## config.mk

```make
export PLATFORM = sky130hd
export DESIGN_NAME = tcb_sys_top
export DESIGN_NICKNAME = d
export VERILOG_FILES = /design/src/hdl/tcb_pkg.sv /design/src/hdl/tcb_mem_pkg.sv /design/src/hdl/tcb_dly_pipe.sv /design/src/hdl/tcb_lib_logsize2byteena.sv /design/src/hdl/tcb_mem_sub.sv /design/src/hdl/tcb_sys_top.sv
export VERILOG_INCLUDE_DIRS = /design/src /design/src/hdl
export SDC_FILE = /design/constraint.sdc
export NUM_CORES = 2
export LEC_CHECK = 0
export BUFFER_PORTS_ARGS = -buffer_cell sky130_fd_sc_hd__buf_2
export CAP_MARGIN = 5
export CORE_MARGIN = 3
export CORE_UTILIZATION = 35
export DETAILED_ROUTE_END_ITERATION = 7
export HOLD_SLACK_MARGIN = 0.03
export PLACE_DENSITY = 0.55
export SLEW_MARGIN = 20
export SYNTH_ARGS = -nofsm -noshare
export SYNTH_HDL_FRONTEND = slang
export SYNTH_HIERARCHICAL = 1
export SYNTH_SLANG_ARGS = --single-unit
```

## constraint.sdc

```tcl
create_clock -name clk -period 5.5 [get_ports clk]
set_input_delay 0.825 -clock clk [delete_from_list [all_inputs] [get_ports clk]]
set_output_delay 0.825 -clock clk [all_outputs]
set_load 0.05 [all_outputs]
```

## src/hdl/tcb_params.svh

```systemverilog
// bus widths, response delay and memory depth; include in every file that sizes a bus signal
`ifndef TCB_PARAMS_SVH
`define TCB_PARAMS_SVH

`default_nettype none

////////////////////////////////////////////////////////////////////////////
// bus geometry
////////////////////////////////////////////////////////////////////////////

// byte address width
`define TCB_ADR_W 16

// data width, a whole number of bytes
`define TCB_DAT_W 32

// byte lanes per data word and the address bits that select a lane
`define TCB_BEN_W (`TCB_DAT_W/8)
`define TCB_OFF_W ($clog2(`TCB_BEN_W))

////////////////////////////////////////////////////////////////////////////
// timing and storage
////////////////////////////////////////////////////////////////////////////

// cycles from a transfer to its response
`define TCB_DLY 1

// number of words in the subordinate memory
`define TCB_MEM_DEPTH 64

`default_nettype wire

`endif

```

## src/hdl/tcb_pkg.sv

```systemverilog
// bus-protocol types shared by the manager side of the TCB converter and the top level
`include "tcb_params.svh"
`default_nettype none

package tcb_pkg;

  //////////////////////////////////////////////////////////////////////////
  // transfer attributes
  //////////////////////////////////////////////////////////////////////////

  // byte order of a transfer
  typedef enum logic {
    TCB_LITTLE = 1'b0,
    TCB_BIG    = 1'b1
  } ndn_t;

  // log2 of the access size in bytes
  // 0 byte, 1 half word, 2 word
  typedef logic [1:0] siz_t;

  //////////////////////////////////////////////////////////////////////////
  // request and response
  //////////////////////////////////////////////////////////////////////////

  // log-size request as sent by the outside manager
  // write bytes sit from bit 0 upward in access order
  typedef struct packed {
    logic                  wen;  // write enable
    ndn_t                  ndn;  // endianness
    siz_t                  siz;  // access size
    logic [`TCB_ADR_W-1:0] adr;  // byte address, aligned to siz
    logic [`TCB_DAT_W-1:0] wdt;  // write data
  } req_t;

  // response, valid a fixed delay after the transfer
  typedef struct packed {
    logic [`TCB_DAT_W-1:0] rdt;  // read data
    logic                  sts;  // 1 when the address is out of range
  } rsp_t;

endpackage : tcb_pkg

`default_nettype wire

```

## src/hdl/tcb_mem_pkg.sv

```systemverilog
// memory-side types: byte-enable requests and the record that follows a transfer to its response
`include "tcb_params.svh"
`default_nettype none

package tcb_mem_pkg;

  //////////////////////////////////////////////////////////////////////////
  // byte-enable request
  //////////////////////////////////////////////////////////////////////////

  // request after conversion, lanes already placed
  typedef struct packed {
    logic                  wen;  // write enable
    logic [`TCB_BEN_W-1:0] ben;  // one bit per byte lane
    logic [`TCB_ADR_W-1:0] adr;  // word aligned address
    logic [`TCB_DAT_W-1:0] wdt;  // lane data, zero on disabled lanes
  } mem_req_t;

  //////////////////////////////////////////////////////////////////////////
  // response tracking
  //////////////////////////////////////////////////////////////////////////

  // what the converter needs to undo the lane rotation on read data
  typedef struct packed {
    logic [`TCB_OFF_W-1:0] off;  // lane offset of the request
    tcb_pkg::ndn_t         ndn;  // byte order of the request
  } trk_t;

endpackage : tcb_mem_pkg

`default_nettype wire

```

## src/hdl/tcb_dly_pipe.sv

```systemverilog
// fixed-depth delay line for any payload type, lines a record up with a delayed response
`timescale 1ns/1ps
`include "tcb_params.svh"
`default_nettype none

module tcb_dly_pipe #(
  parameter int unsigned DLY = `TCB_DLY,  // stages between din and dout
  parameter type         T   = logic      // payload carried through the stages
) (
  input  wire logic clk,
  input  wire logic arst_n,
  input  wire T     din,
  output T          dout
);

  generate
    if (DLY == 0) begin : g_bypass

      // zero depth, payload goes straight through
      assign dout = din;

    end else begin : g_pipe

      // one payload per stage, several items can be in flight
      T stg [DLY];

      always_ff @(posedge clk or negedge arst_n) begin
        if (!arst_n) begin
          for (int unsigned i = 0; i < DLY; i++) begin
            stg[i] <= '0;
          end
        end else begin
          stg[0] <= din;
          // shift toward the output every cycle
          for (int unsigned i = 1; i < DLY; i++) begin
            stg[i] <= stg[i-1];
          end
        end
      end

      // last stage is the delayed payload
      assign dout = stg[DLY-1];

    end
  endgenerate

endmodule : tcb_dly_pipe

`default_nettype wire

```

## src/hdl/tcb_lib_logsize2byteena.sv

```systemverilog
// converts log-size TCB requests to byte-enable requests with endian lane rotation both ways
`timescale 1ns/1ps
`include "tcb_params.svh"
`default_nettype none

module tcb_lib_logsize2byteena (
  input  wire logic                  clk,
  input  wire logic                  arst_n,
  // subordinate port facing the outside manager
  input  wire logic                  sub_vld,
  input  wire tcb_pkg::req_t         sub_req,
  output logic                       sub_rdy,
  output tcb_pkg::rsp_t              sub_rsp,
  // manager port facing the memory
  output logic                       man_vld,
  output tcb_mem_pkg::mem_req_t      man_req,
  input  wire logic                  man_rdy,
  input  wire tcb_pkg::rsp_t         man_rsp
);

  localparam int unsigned BEN = `TCB_BEN_W;
  localparam int unsigned OFF = `TCB_OFF_W;
  localparam int unsigned ADR = `TCB_ADR_W;

  // data as byte lanes
  logic [BEN-1:0][7:0] req_wdt_b;  // access order bytes
  logic [BEN-1:0][7:0] man_wdt_l;  // lane order bytes
  logic [BEN-1:0][7:0] man_rdt_l;  // lane order bytes
  logic [BEN-1:0][7:0] rsp_rdt_b;  // access order bytes

  // lanes touched by the request
  logic [BEN-1:0] req_ben;

  // lane offset of the request
  logic [OFF-1:0] req_off;

  // transfer strobe and tracking records
  logic              xfer;
  tcb_mem_pkg::trk_t trk_req;
  tcb_mem_pkg::trk_t trk_rsp;

  ////////////////////////////////////////////////////////////////////////////
  // handshake and address
  ////////////////////////////////////////////////////////////////////////////

  // vld and rdy pass straight through
  assign man_vld = sub_vld;
  assign sub_rdy = man_rdy;
  assign xfer    = sub_vld & man_rdy;

  assign man_req.wen = sub_req.wen;

  // low address bits select the lane and the memory sees a word address
  assign req_off     = sub_req.adr[OFF-1:0];
  assign man_req.adr = {sub_req.adr[ADR-1:OFF], OFF'(0)};

  ////////////////////////////////////////////////////////////////////////////
  // request lane rotation
  ////////////////////////////////////////////////////////////////////////////

  assign req_wdt_b = sub_req.wdt;

  // for each lane find the access byte k that lands on it
  // k = lane - off for little endian and k = off - lane for big endian (mod BEN)
  always_comb begin
    logic [OFF-1:0] k;
    for (int unsigned i = 0; i < BEN; i++) begin
      if (sub_req.ndn == tcb_pkg::TCB_BIG) begin
        k = req_off - OFF'(i);
      end else begin
        k = OFF'(i) - req_off;
      end
      // lane enabled when k falls inside the access size
      req_ben[i]   = (int'(k) < (1 << sub_req.siz));
      man_wdt_l[i] = req_ben[i] ? req_wdt_b[k] : 8'h00;
    end
  end

  assign man_req.ben = req_ben;
  assign man_req.wdt = man_wdt_l;

  ////////////////////////////////////////////////////////////////////////////
  // response tracking
  ////////////////////////////////////////////////////////////////////////////

  // capture offset and byte order only on a real transfer
  assign trk_req = xfer ? tcb_mem_pkg::trk_t'{off: req_off, ndn: sub_req.ndn} : '0;

  // record arrives together with the memory response
  tcb_dly_pipe #(
    .DLY (`TCB_DLY),
    .T   (tcb_mem_pkg::trk_t)
  ) u_trk_pipe (
    .clk    (clk),
    .arst_n (arst_n),
    .din    (trk_req),
    .dout   (trk_rsp)
  );

  ////////////////////////////////////////////////////////////////////////////
  // response lane rotation
  ////////////////////////////////////////////////////////////////////////////

  assign man_rdt_l = man_rsp.rdt;

  // exact inverse of the request mapping where byte k reads lane off+k or off-k
  // disabled lanes come back zero from the memory so bytes past the size stay zero
  always_comb begin
    logic [OFF-1:0] lane;
    for (int unsigned k = 0; k < BEN; k++) begin
      if (trk_rsp.ndn == tcb_pkg::TCB_BIG) begin
        lane = trk_rsp.off - OFF'(k);
      end else begin
        lane = trk_rsp.off + OFF'(k);
      end
      rsp_rdt_b[k] = man_rdt_l[lane];
    end
  end

  assign sub_rsp.rdt = rsp_rdt_b;

  // status is not touched by the conversion
  assign sub_rsp.sts = man_rsp.sts;

endmodule : tcb_lib_logsize2byteena

`default_nettype wire

```

## src/hdl/tcb_mem_sub.sv

```systemverilog
// byte-enable TCB memory subordinate, clears itself after reset and answers after a fixed delay
`timescale 1ns/1ps
`include "tcb_params.svh"
`default_nettype none

module tcb_mem_sub (
  input  wire logic                  clk,
  input  wire logic                  arst_n,
  input  wire logic                  vld,
  input  wire tcb_mem_pkg::mem_req_t req,
  output logic                       rdy,
  output tcb_pkg::rsp_t              rsp
);

  localparam int unsigned BEN   = `TCB_BEN_W;
  localparam int unsigned OFF   = `TCB_OFF_W;
  localparam int unsigned ADR   = `TCB_ADR_W;
  localparam int unsigned DEPTH = `TCB_MEM_DEPTH;
  localparam int unsigned IDX_W = $clog2(DEPTH);
  localparam int unsigned CNT_W = IDX_W + 1;
  localparam int unsigned WRD_W = ADR - OFF;

  // word storage, byte lanes packed
  logic [BEN-1:0][7:0] mem_arr [DEPTH];

  // clear sequencer
  logic [CNT_W-1:0] clr_cnt;
  logic             clr_act;

  // request decode
  logic                xfer;
  logic [WRD_W-1:0]    wrd;
  logic [IDX_W-1:0]    idx;
  logic                in_rng;
  logic [BEN-1:0][7:0] wdt_l;
  logic [BEN-1:0][7:0] rdt_l;
  tcb_pkg::rsp_t       rsp_now;

  ////////////////////////////////////////////////////////////////////////////
  // clear after reset
  ////////////////////////////////////////////////////////////////////////////

  // one word per cycle, rdy stays low until the count reaches DEPTH
  always_ff @(posedge clk or negedge arst_n) begin
    if (!arst_n) begin
      clr_cnt <= '0;
    end else if (clr_act) begin
      clr_cnt <= clr_cnt + 1'b1;
    end
  end

  assign rdy     = (clr_cnt == CNT_W'(DEPTH));
  assign clr_act = !rdy;
  assign xfer    = vld & rdy;

  ////////////////////////////////////////////////////////////////////////////
  // address decode
  ////////////////////////////////////////////////////////////////////////////

  // word index from the aligned address, range checked against the depth
  assign wrd    = req.adr[ADR-1:OFF];
  assign in_rng = (wrd < WRD_W'(DEPTH));
  assign idx    = wrd[IDX_W-1:0];
  assign wdt_l  = req.wdt;

  ////////////////////////////////////////////////////////////////////////////
  // array access
  ////////////////////////////////////////////////////////////////////////////

  // clear has the array to itself, no transfer can happen meanwhile
  always_ff @(posedge clk) begin
    if (clr_act) begin
      mem_arr[clr_cnt[IDX_W-1:0]] <= '0;
    end else if (xfer && req.wen && in_rng) begin
      // out of range writes are dropped
      for (int unsigned i = 0; i < BEN; i++) begin
        if (req.ben[i]) begin
          mem_arr[idx][i] <= wdt_l[i];
        end
      end
    end
  end

  // read before write, only enabled lanes return data
  always_comb begin
    for (int unsigned i = 0; i < BEN; i++) begin
      rdt_l[i] = (in_rng && req.ben[i]) ? mem_arr[idx][i] : 8'h00;
    end
  end

  ////////////////////////////////////////////////////////////////////////////
  // response
  ////////////////////////////////////////////////////////////////////////////

  // idle cycles push zero into the pipe
  assign rsp_now.rdt = xfer ? rdt_l : '0;
  assign rsp_now.sts = xfer & ~in_rng;

  tcb_dly_pipe #(
    .DLY (`TCB_DLY),
    .T   (tcb_pkg::rsp_t)
  ) u_rsp_pipe (
    .clk    (clk),
    .arst_n (arst_n),
    .din    (rsp_now),
    .dout   (rsp)
  );

endmodule : tcb_mem_sub

`default_nettype wire

```

## src/hdl/tcb_sys_top.sv

```systemverilog
// top level of the TCB memory subsystem, log-size converter in front of a byte-enable memory
`timescale 1ns/1ps
`include "tcb_params.svh"
`default_nettype none

module tcb_sys_top (
  input  wire logic          clk,
  input  wire logic          arst_n,
  // outside manager
  input  wire logic          sub_vld,
  input  wire tcb_pkg::req_t sub_req,
  output logic               sub_rdy,
  output tcb_pkg::rsp_t      sub_rsp
);

  ////////////////////////////////////////////////////////////////////////////
  // converter to memory link
  ////////////////////////////////////////////////////////////////////////////

  logic                  man_vld;
  tcb_mem_pkg::mem_req_t man_req;
  logic                  man_rdy;
  tcb_pkg::rsp_t         man_rsp;

  // size and lane conversion
  tcb_lib_logsize2byteena u_conv (
    .clk     (clk),
    .arst_n  (arst_n),
    .sub_vld (sub_vld),
    .sub_req (sub_req),
    .sub_rdy (sub_rdy),
    .sub_rsp (sub_rsp),
    .man_vld (man_vld),
    .man_req (man_req),
    .man_rdy (man_rdy),
    .man_rsp (man_rsp)
  );

  // word memory, sole source of back-pressure
  tcb_mem_sub u_mem (
    .clk    (clk),
    .arst_n (arst_n),
    .vld    (man_vld),
    .req    (man_req),
    .rdy    (man_rdy),
    .rsp    (man_rsp)
  );

endmodule : tcb_sys_top

`default_nettype wire

```

Word-level counts from Yosys, hierarchy flattened:

Memory sizes are Yosys's and may differ from the RTL's.
Cells that the tools add are included.
Widths: inputs -> output; s select.

* register bits: 43
* RAM bits: 2048
* output and inout bits: 34
* logic and storage cells: 98
* memories kept: 1

Memories
* u_mem.mem_arr: words 64, width 32, rd ports 1, clocked after Yosys merged registers in 0, write ports 1, line tcb_mem_sub.sv:24 `logic [BEN-1:0][7:0] mem_arr [DEPTH];`

* add/sub/neg operators: 14
* magnitude comparators: 13
* equality and inequality tests: 1
* shift-type cells: 1
* muxes and demuxes: 53
* bitwise operators: 3
* reductions and logical operators: 7

Operators with widths (number)
* $bmux 8 s2: 8
* $lt 3x32->1: 4
* $mux 8: 16
* $mux 32: 2
* $reduce_or 32->1: 1
* $shl 1x2->32 const A: 1
* $lt 2x3->1 const B: 8
* $mux 1: 17
* $lt 14x7->1 const B: 1
* $mux 2: 7
* $sub 2x2->2 const B: 4
* $add 7x1->7 const B: 1
* $eq 7x7->1 const B: 1
* $logic_and 1x1->1: 6
* $mux 6: 1
* $add 2x2->2 const B: 2
* $mux 4: 1
* $sub 1x2->2 const A: 2
* $sub 2x1->2 const B: 2
* $sub 2x2->2 const A: 2
* $mux 3: 1
* $add 2x1->2 const B: 1
* $and 1x1->1: 2
* $not 1->1: 1

Longest topological paths before layout:

* word-level depth: 9
* gate-level depth with buffers: 17
* mapped depth without buffers: 11

By module:

The synthesis kept the hierarchy.

Modules (own cells, without submodules)
* tcb_mem_sub: instances 1, cells each 3872, area each 80828.8 µm², sequential area each 61674.2 µm²
* tcb_lib_logsize2byteena: instances 1, cells each 159, area each 2100.8 µm², sequential area each 0.0 µm²
* tcb_dly_pipe (u_mem.u_rsp_pipe): instances 1, cells each 33, area each 825.8 µm², sequential area each 825.8 µm²
* tcb_dly_pipe (u_conv.u_trk_pipe): instances 1, cells each 3, area each 75.1 µm², sequential area each 75.1 µm²

Worst setup path after synthesis:

No wires, ideal clock.

* kind: input port to flip-flop
* start: in sub_req[32] in the netlist's numbering
* end: mem u_mem/mem_arr[28][24] in the netlist's numbering, enable pin
* setup time: 0.395 ns
* arrival: 4.679 ns
* required time: 5.105 ns
* path slack: 0.427 ns
* cell stages on the path: 17
* buffers on the path: 6
* cell sequence: buf_4 -> nor2b_4 -> xnor2_4 -> buf_4 -> inv_1 -> ha_1 -> a21oi_1 -> nor2_1 -> inv_1 -> clkbuf_1 -> o41a_1 -> clkbuf_1 -> a41o_1 -> nand2b_1 -> buf_2 -> buf_1 -> nor4_1

RTL lines
* start, declared: line tcb_sys_top.sv:11 `input wire tcb_pkg::req_t sub_req,`
* end, declared: line tcb_mem_sub.sv:24

==> summary.txt <==
STA
  – Hold WS: 0.09183 ns
  – Worst-margin pin slew: 1.234 ns
  – Slew HR: 17.66%
  – Final setup violating endpoints: 0
  – Post-layout min period: 4.971 ns
  – Final Max Slew Viols: 0
  – F_max: 201.2 MHz
  – Unrepaired setup endpoints after global routing: false
  – Setup ws final: 0.5286 ns
  – Crit share post-route: 90.39%
  – Final count of hold timing violations: 0
  – Clock Skews: 0.03073 ns
  – Setup TNS: 0 ns

GRT
  – Gr busiest metal: met2
  – Largest net degree at the start of global routing: 80
  – Number of global-route vias before repair: 43710
  – GRT Total Usage: 19.75%
  – GR Overflow Total: 0
  – Met1 usage: 27.34%
  – Met2 Track Usage GR: 31.52%
  – First-pass GRT wire length: 344100 um
  – Initial antenna violation count: 14
  – Met3 usage: 3.216%

Placed design
  – Post-detail-place hpwl: 155600 um
  – RePlAce Congestion: 0.8440
  – Placed cell areas: 90530 um2
  – Number of buffers inserted by port buffering: 88
  – Cells after DPL: 7428
  – Pre-CTS WS: -0.2845 ns

Layout
  – Nets: 4536
  – Finished Core Util: 40.86%
  – Non-Filler Instances: 7844
  – Final instance area: 97290 um2
  – Layout area overhead: 16.08%
  – Ratio of cells with drive above 1 in the final layout: 31.04%

Clocking
  – # H-tree levels: 4
  – Root buf cell: clkbuf_16
  – CTS tree: built
  – CTS-repair resized insts: 0
  – Post-CTS Hold Fix Bufs: 0
  – CTS buffer count: 212
  – CTS clock-pin slew for the worst setup and hold paths: 0.06 ns
  – CTS Buffer Depth: 3
  – Clock Latency Late Sink: 0.85 ns
  – Num Clock Sinks: 2091
  – Post-CTS Setup Repair Bufs: 0

Worst setup path
  – WP data arrival: 5.50 ns
  – Startpoint types: input pin
  – Crit. End Element: flop
  – Critical path class: in -> reg
  – Critical path origin: sub_req[50]
  – Worst Path Max Fanout: 13
  – R2R Path Start: u_mem/clr_cnt[1]$_DFFE_PN0P_
  – Required time of the critical path: 6.03 ns

Die
  – Die Span Y: 495.4 um
  – Die W: 495.4 um
  – CORE AREA: 238100 um2
  – Io pins: 89
  – Rows: 179
  – Initial Util: 35.20%
  – Die Area: 245400 um2

Pwr
  – Net Sw Power: 6.699 mW
  – Pwr per Cell Area: 331.0 nW/um2
  – Worst VDD drop: 0.2976 mV
  – Sw Ratio: 20.80%
  – Flop pwr share: 53.5%
  – Clk pwr share: 43.5%
  – Leakage: 29.01 nW
  – Pint: 25.50 mW
  – Combinational Power Share: 3.1%
  – Power Total: 32.20 mW

Drt
  – Antenna-violating nets left: 0
  – First-pass DRT Iterations: 5
  – Routed wire per std cell: 31.08 um
  – # DRC: 0
  – Total wire length: 243800 um
  – DR iter-0 viols: 5147
  – Via-to-Cell Ratio: 5.576
  – Total number of vias: 43740

Min path
  – Hold Crit Class: in -> async

Outcome
  – Outcome: completed

Logic synthesis
  – Mapped cell area: 83810 um2
  – Yosys warns: 6
  – Mapped Nets: 4125
  – Synth Instances: 4064
  – Syn_area_per_cell: 20.62 um2

Job
  – Max Cap Violations: 0
==> worst paths after layout <==
path,slack [ns],depth (start not counted),end
max,0.53,13,u_mem/mem_arr[0][26]$_DFFE_PP_
min,0.09,2,u_conv/u_trk_pipe/dout[0]$_DFF_PN0_
max reg2reg,0.93,10,u_mem/mem_arr[8][26]$_DFFE_PP_
min reg2reg,0.48,1,u_mem/clr_cnt[6]$_DFFE_PN0P_
max in group asynchronous,4.78,2,u_conv/u_trk_pipe/dout[1]$_DFF_PN0_
min in group clk,0.31,2,u_conv/u_trk_pipe/dout[0]$_DFF_PN0_
==> layout by cell type, fill, tap and decap left out, types with 33 or more instances in the layout <==
master and n:
a21oi_1 39, a22oi_1 82, and2_2 34, buf_2 84, buf_4 377, clkbuf_1 39, clkbuf_16 215, clkinv_1 55
clkinv_2 49, dfrtp_1 42, edfxtp_1 2048, mux2i_1 251, mux4_2 521, nand2_1 110, nor2_1 74, nor2b_1 33
nor3_1 191
==> worst max-delay path, cell delays in order <==
cell and delay (ns):
buf_2 0.11, nor2b_4 0.14, xnor2_4 0.43, inv_1 0.11, ha_1 0.30, a21oi_1 0.07, nor2_1 0.34, inv_1 0.24
o41a_1 0.62, a41oi_1 1.01, nand2_1 0.71, nor3_1 0.33, buf_4 0.26
==> flip-flops by register name, summed over array words and instances (netlist names) <==
name,count
u_mem/clr_cnt,7
u_conv/u_trk_pipe/dout,3
u_mem/mem_arr,2048
u_mem/u_rsp_pipe/dout,33
==> routing by layer <==
layer	share of wire [%]	vias to the layer above
met5	0.013	-
met4	4.0	4
met3	6.9	373
met2	48	1838
met1	41	23650
li1	-	17870
==> power groups by stage <==
stage	Sequential (mW)	Clock, mW	Combinational [mW]
global placement	17.6	0	0.997
finish	17.2	14.0	0.988
floorplan	17.6	0	0.605
detailed placement	17.6	0	0.998
global route	17.2	14.9	1.03
CTS	17.2	14.3	1.00
==> final cells by class <==
type                       count  area [um2]
clock inverter               141        1181
antenna                       21       52.55
sequential                  2091       62580
multi-input combinational   1661       20050
timing repair buffer         493        3876
tap                         3167        3963
fill                       20820      140800
inverter                      16       65.06
clock buffer                 254        5527
No activity file was read; power rests on OpenSTA's default activity.
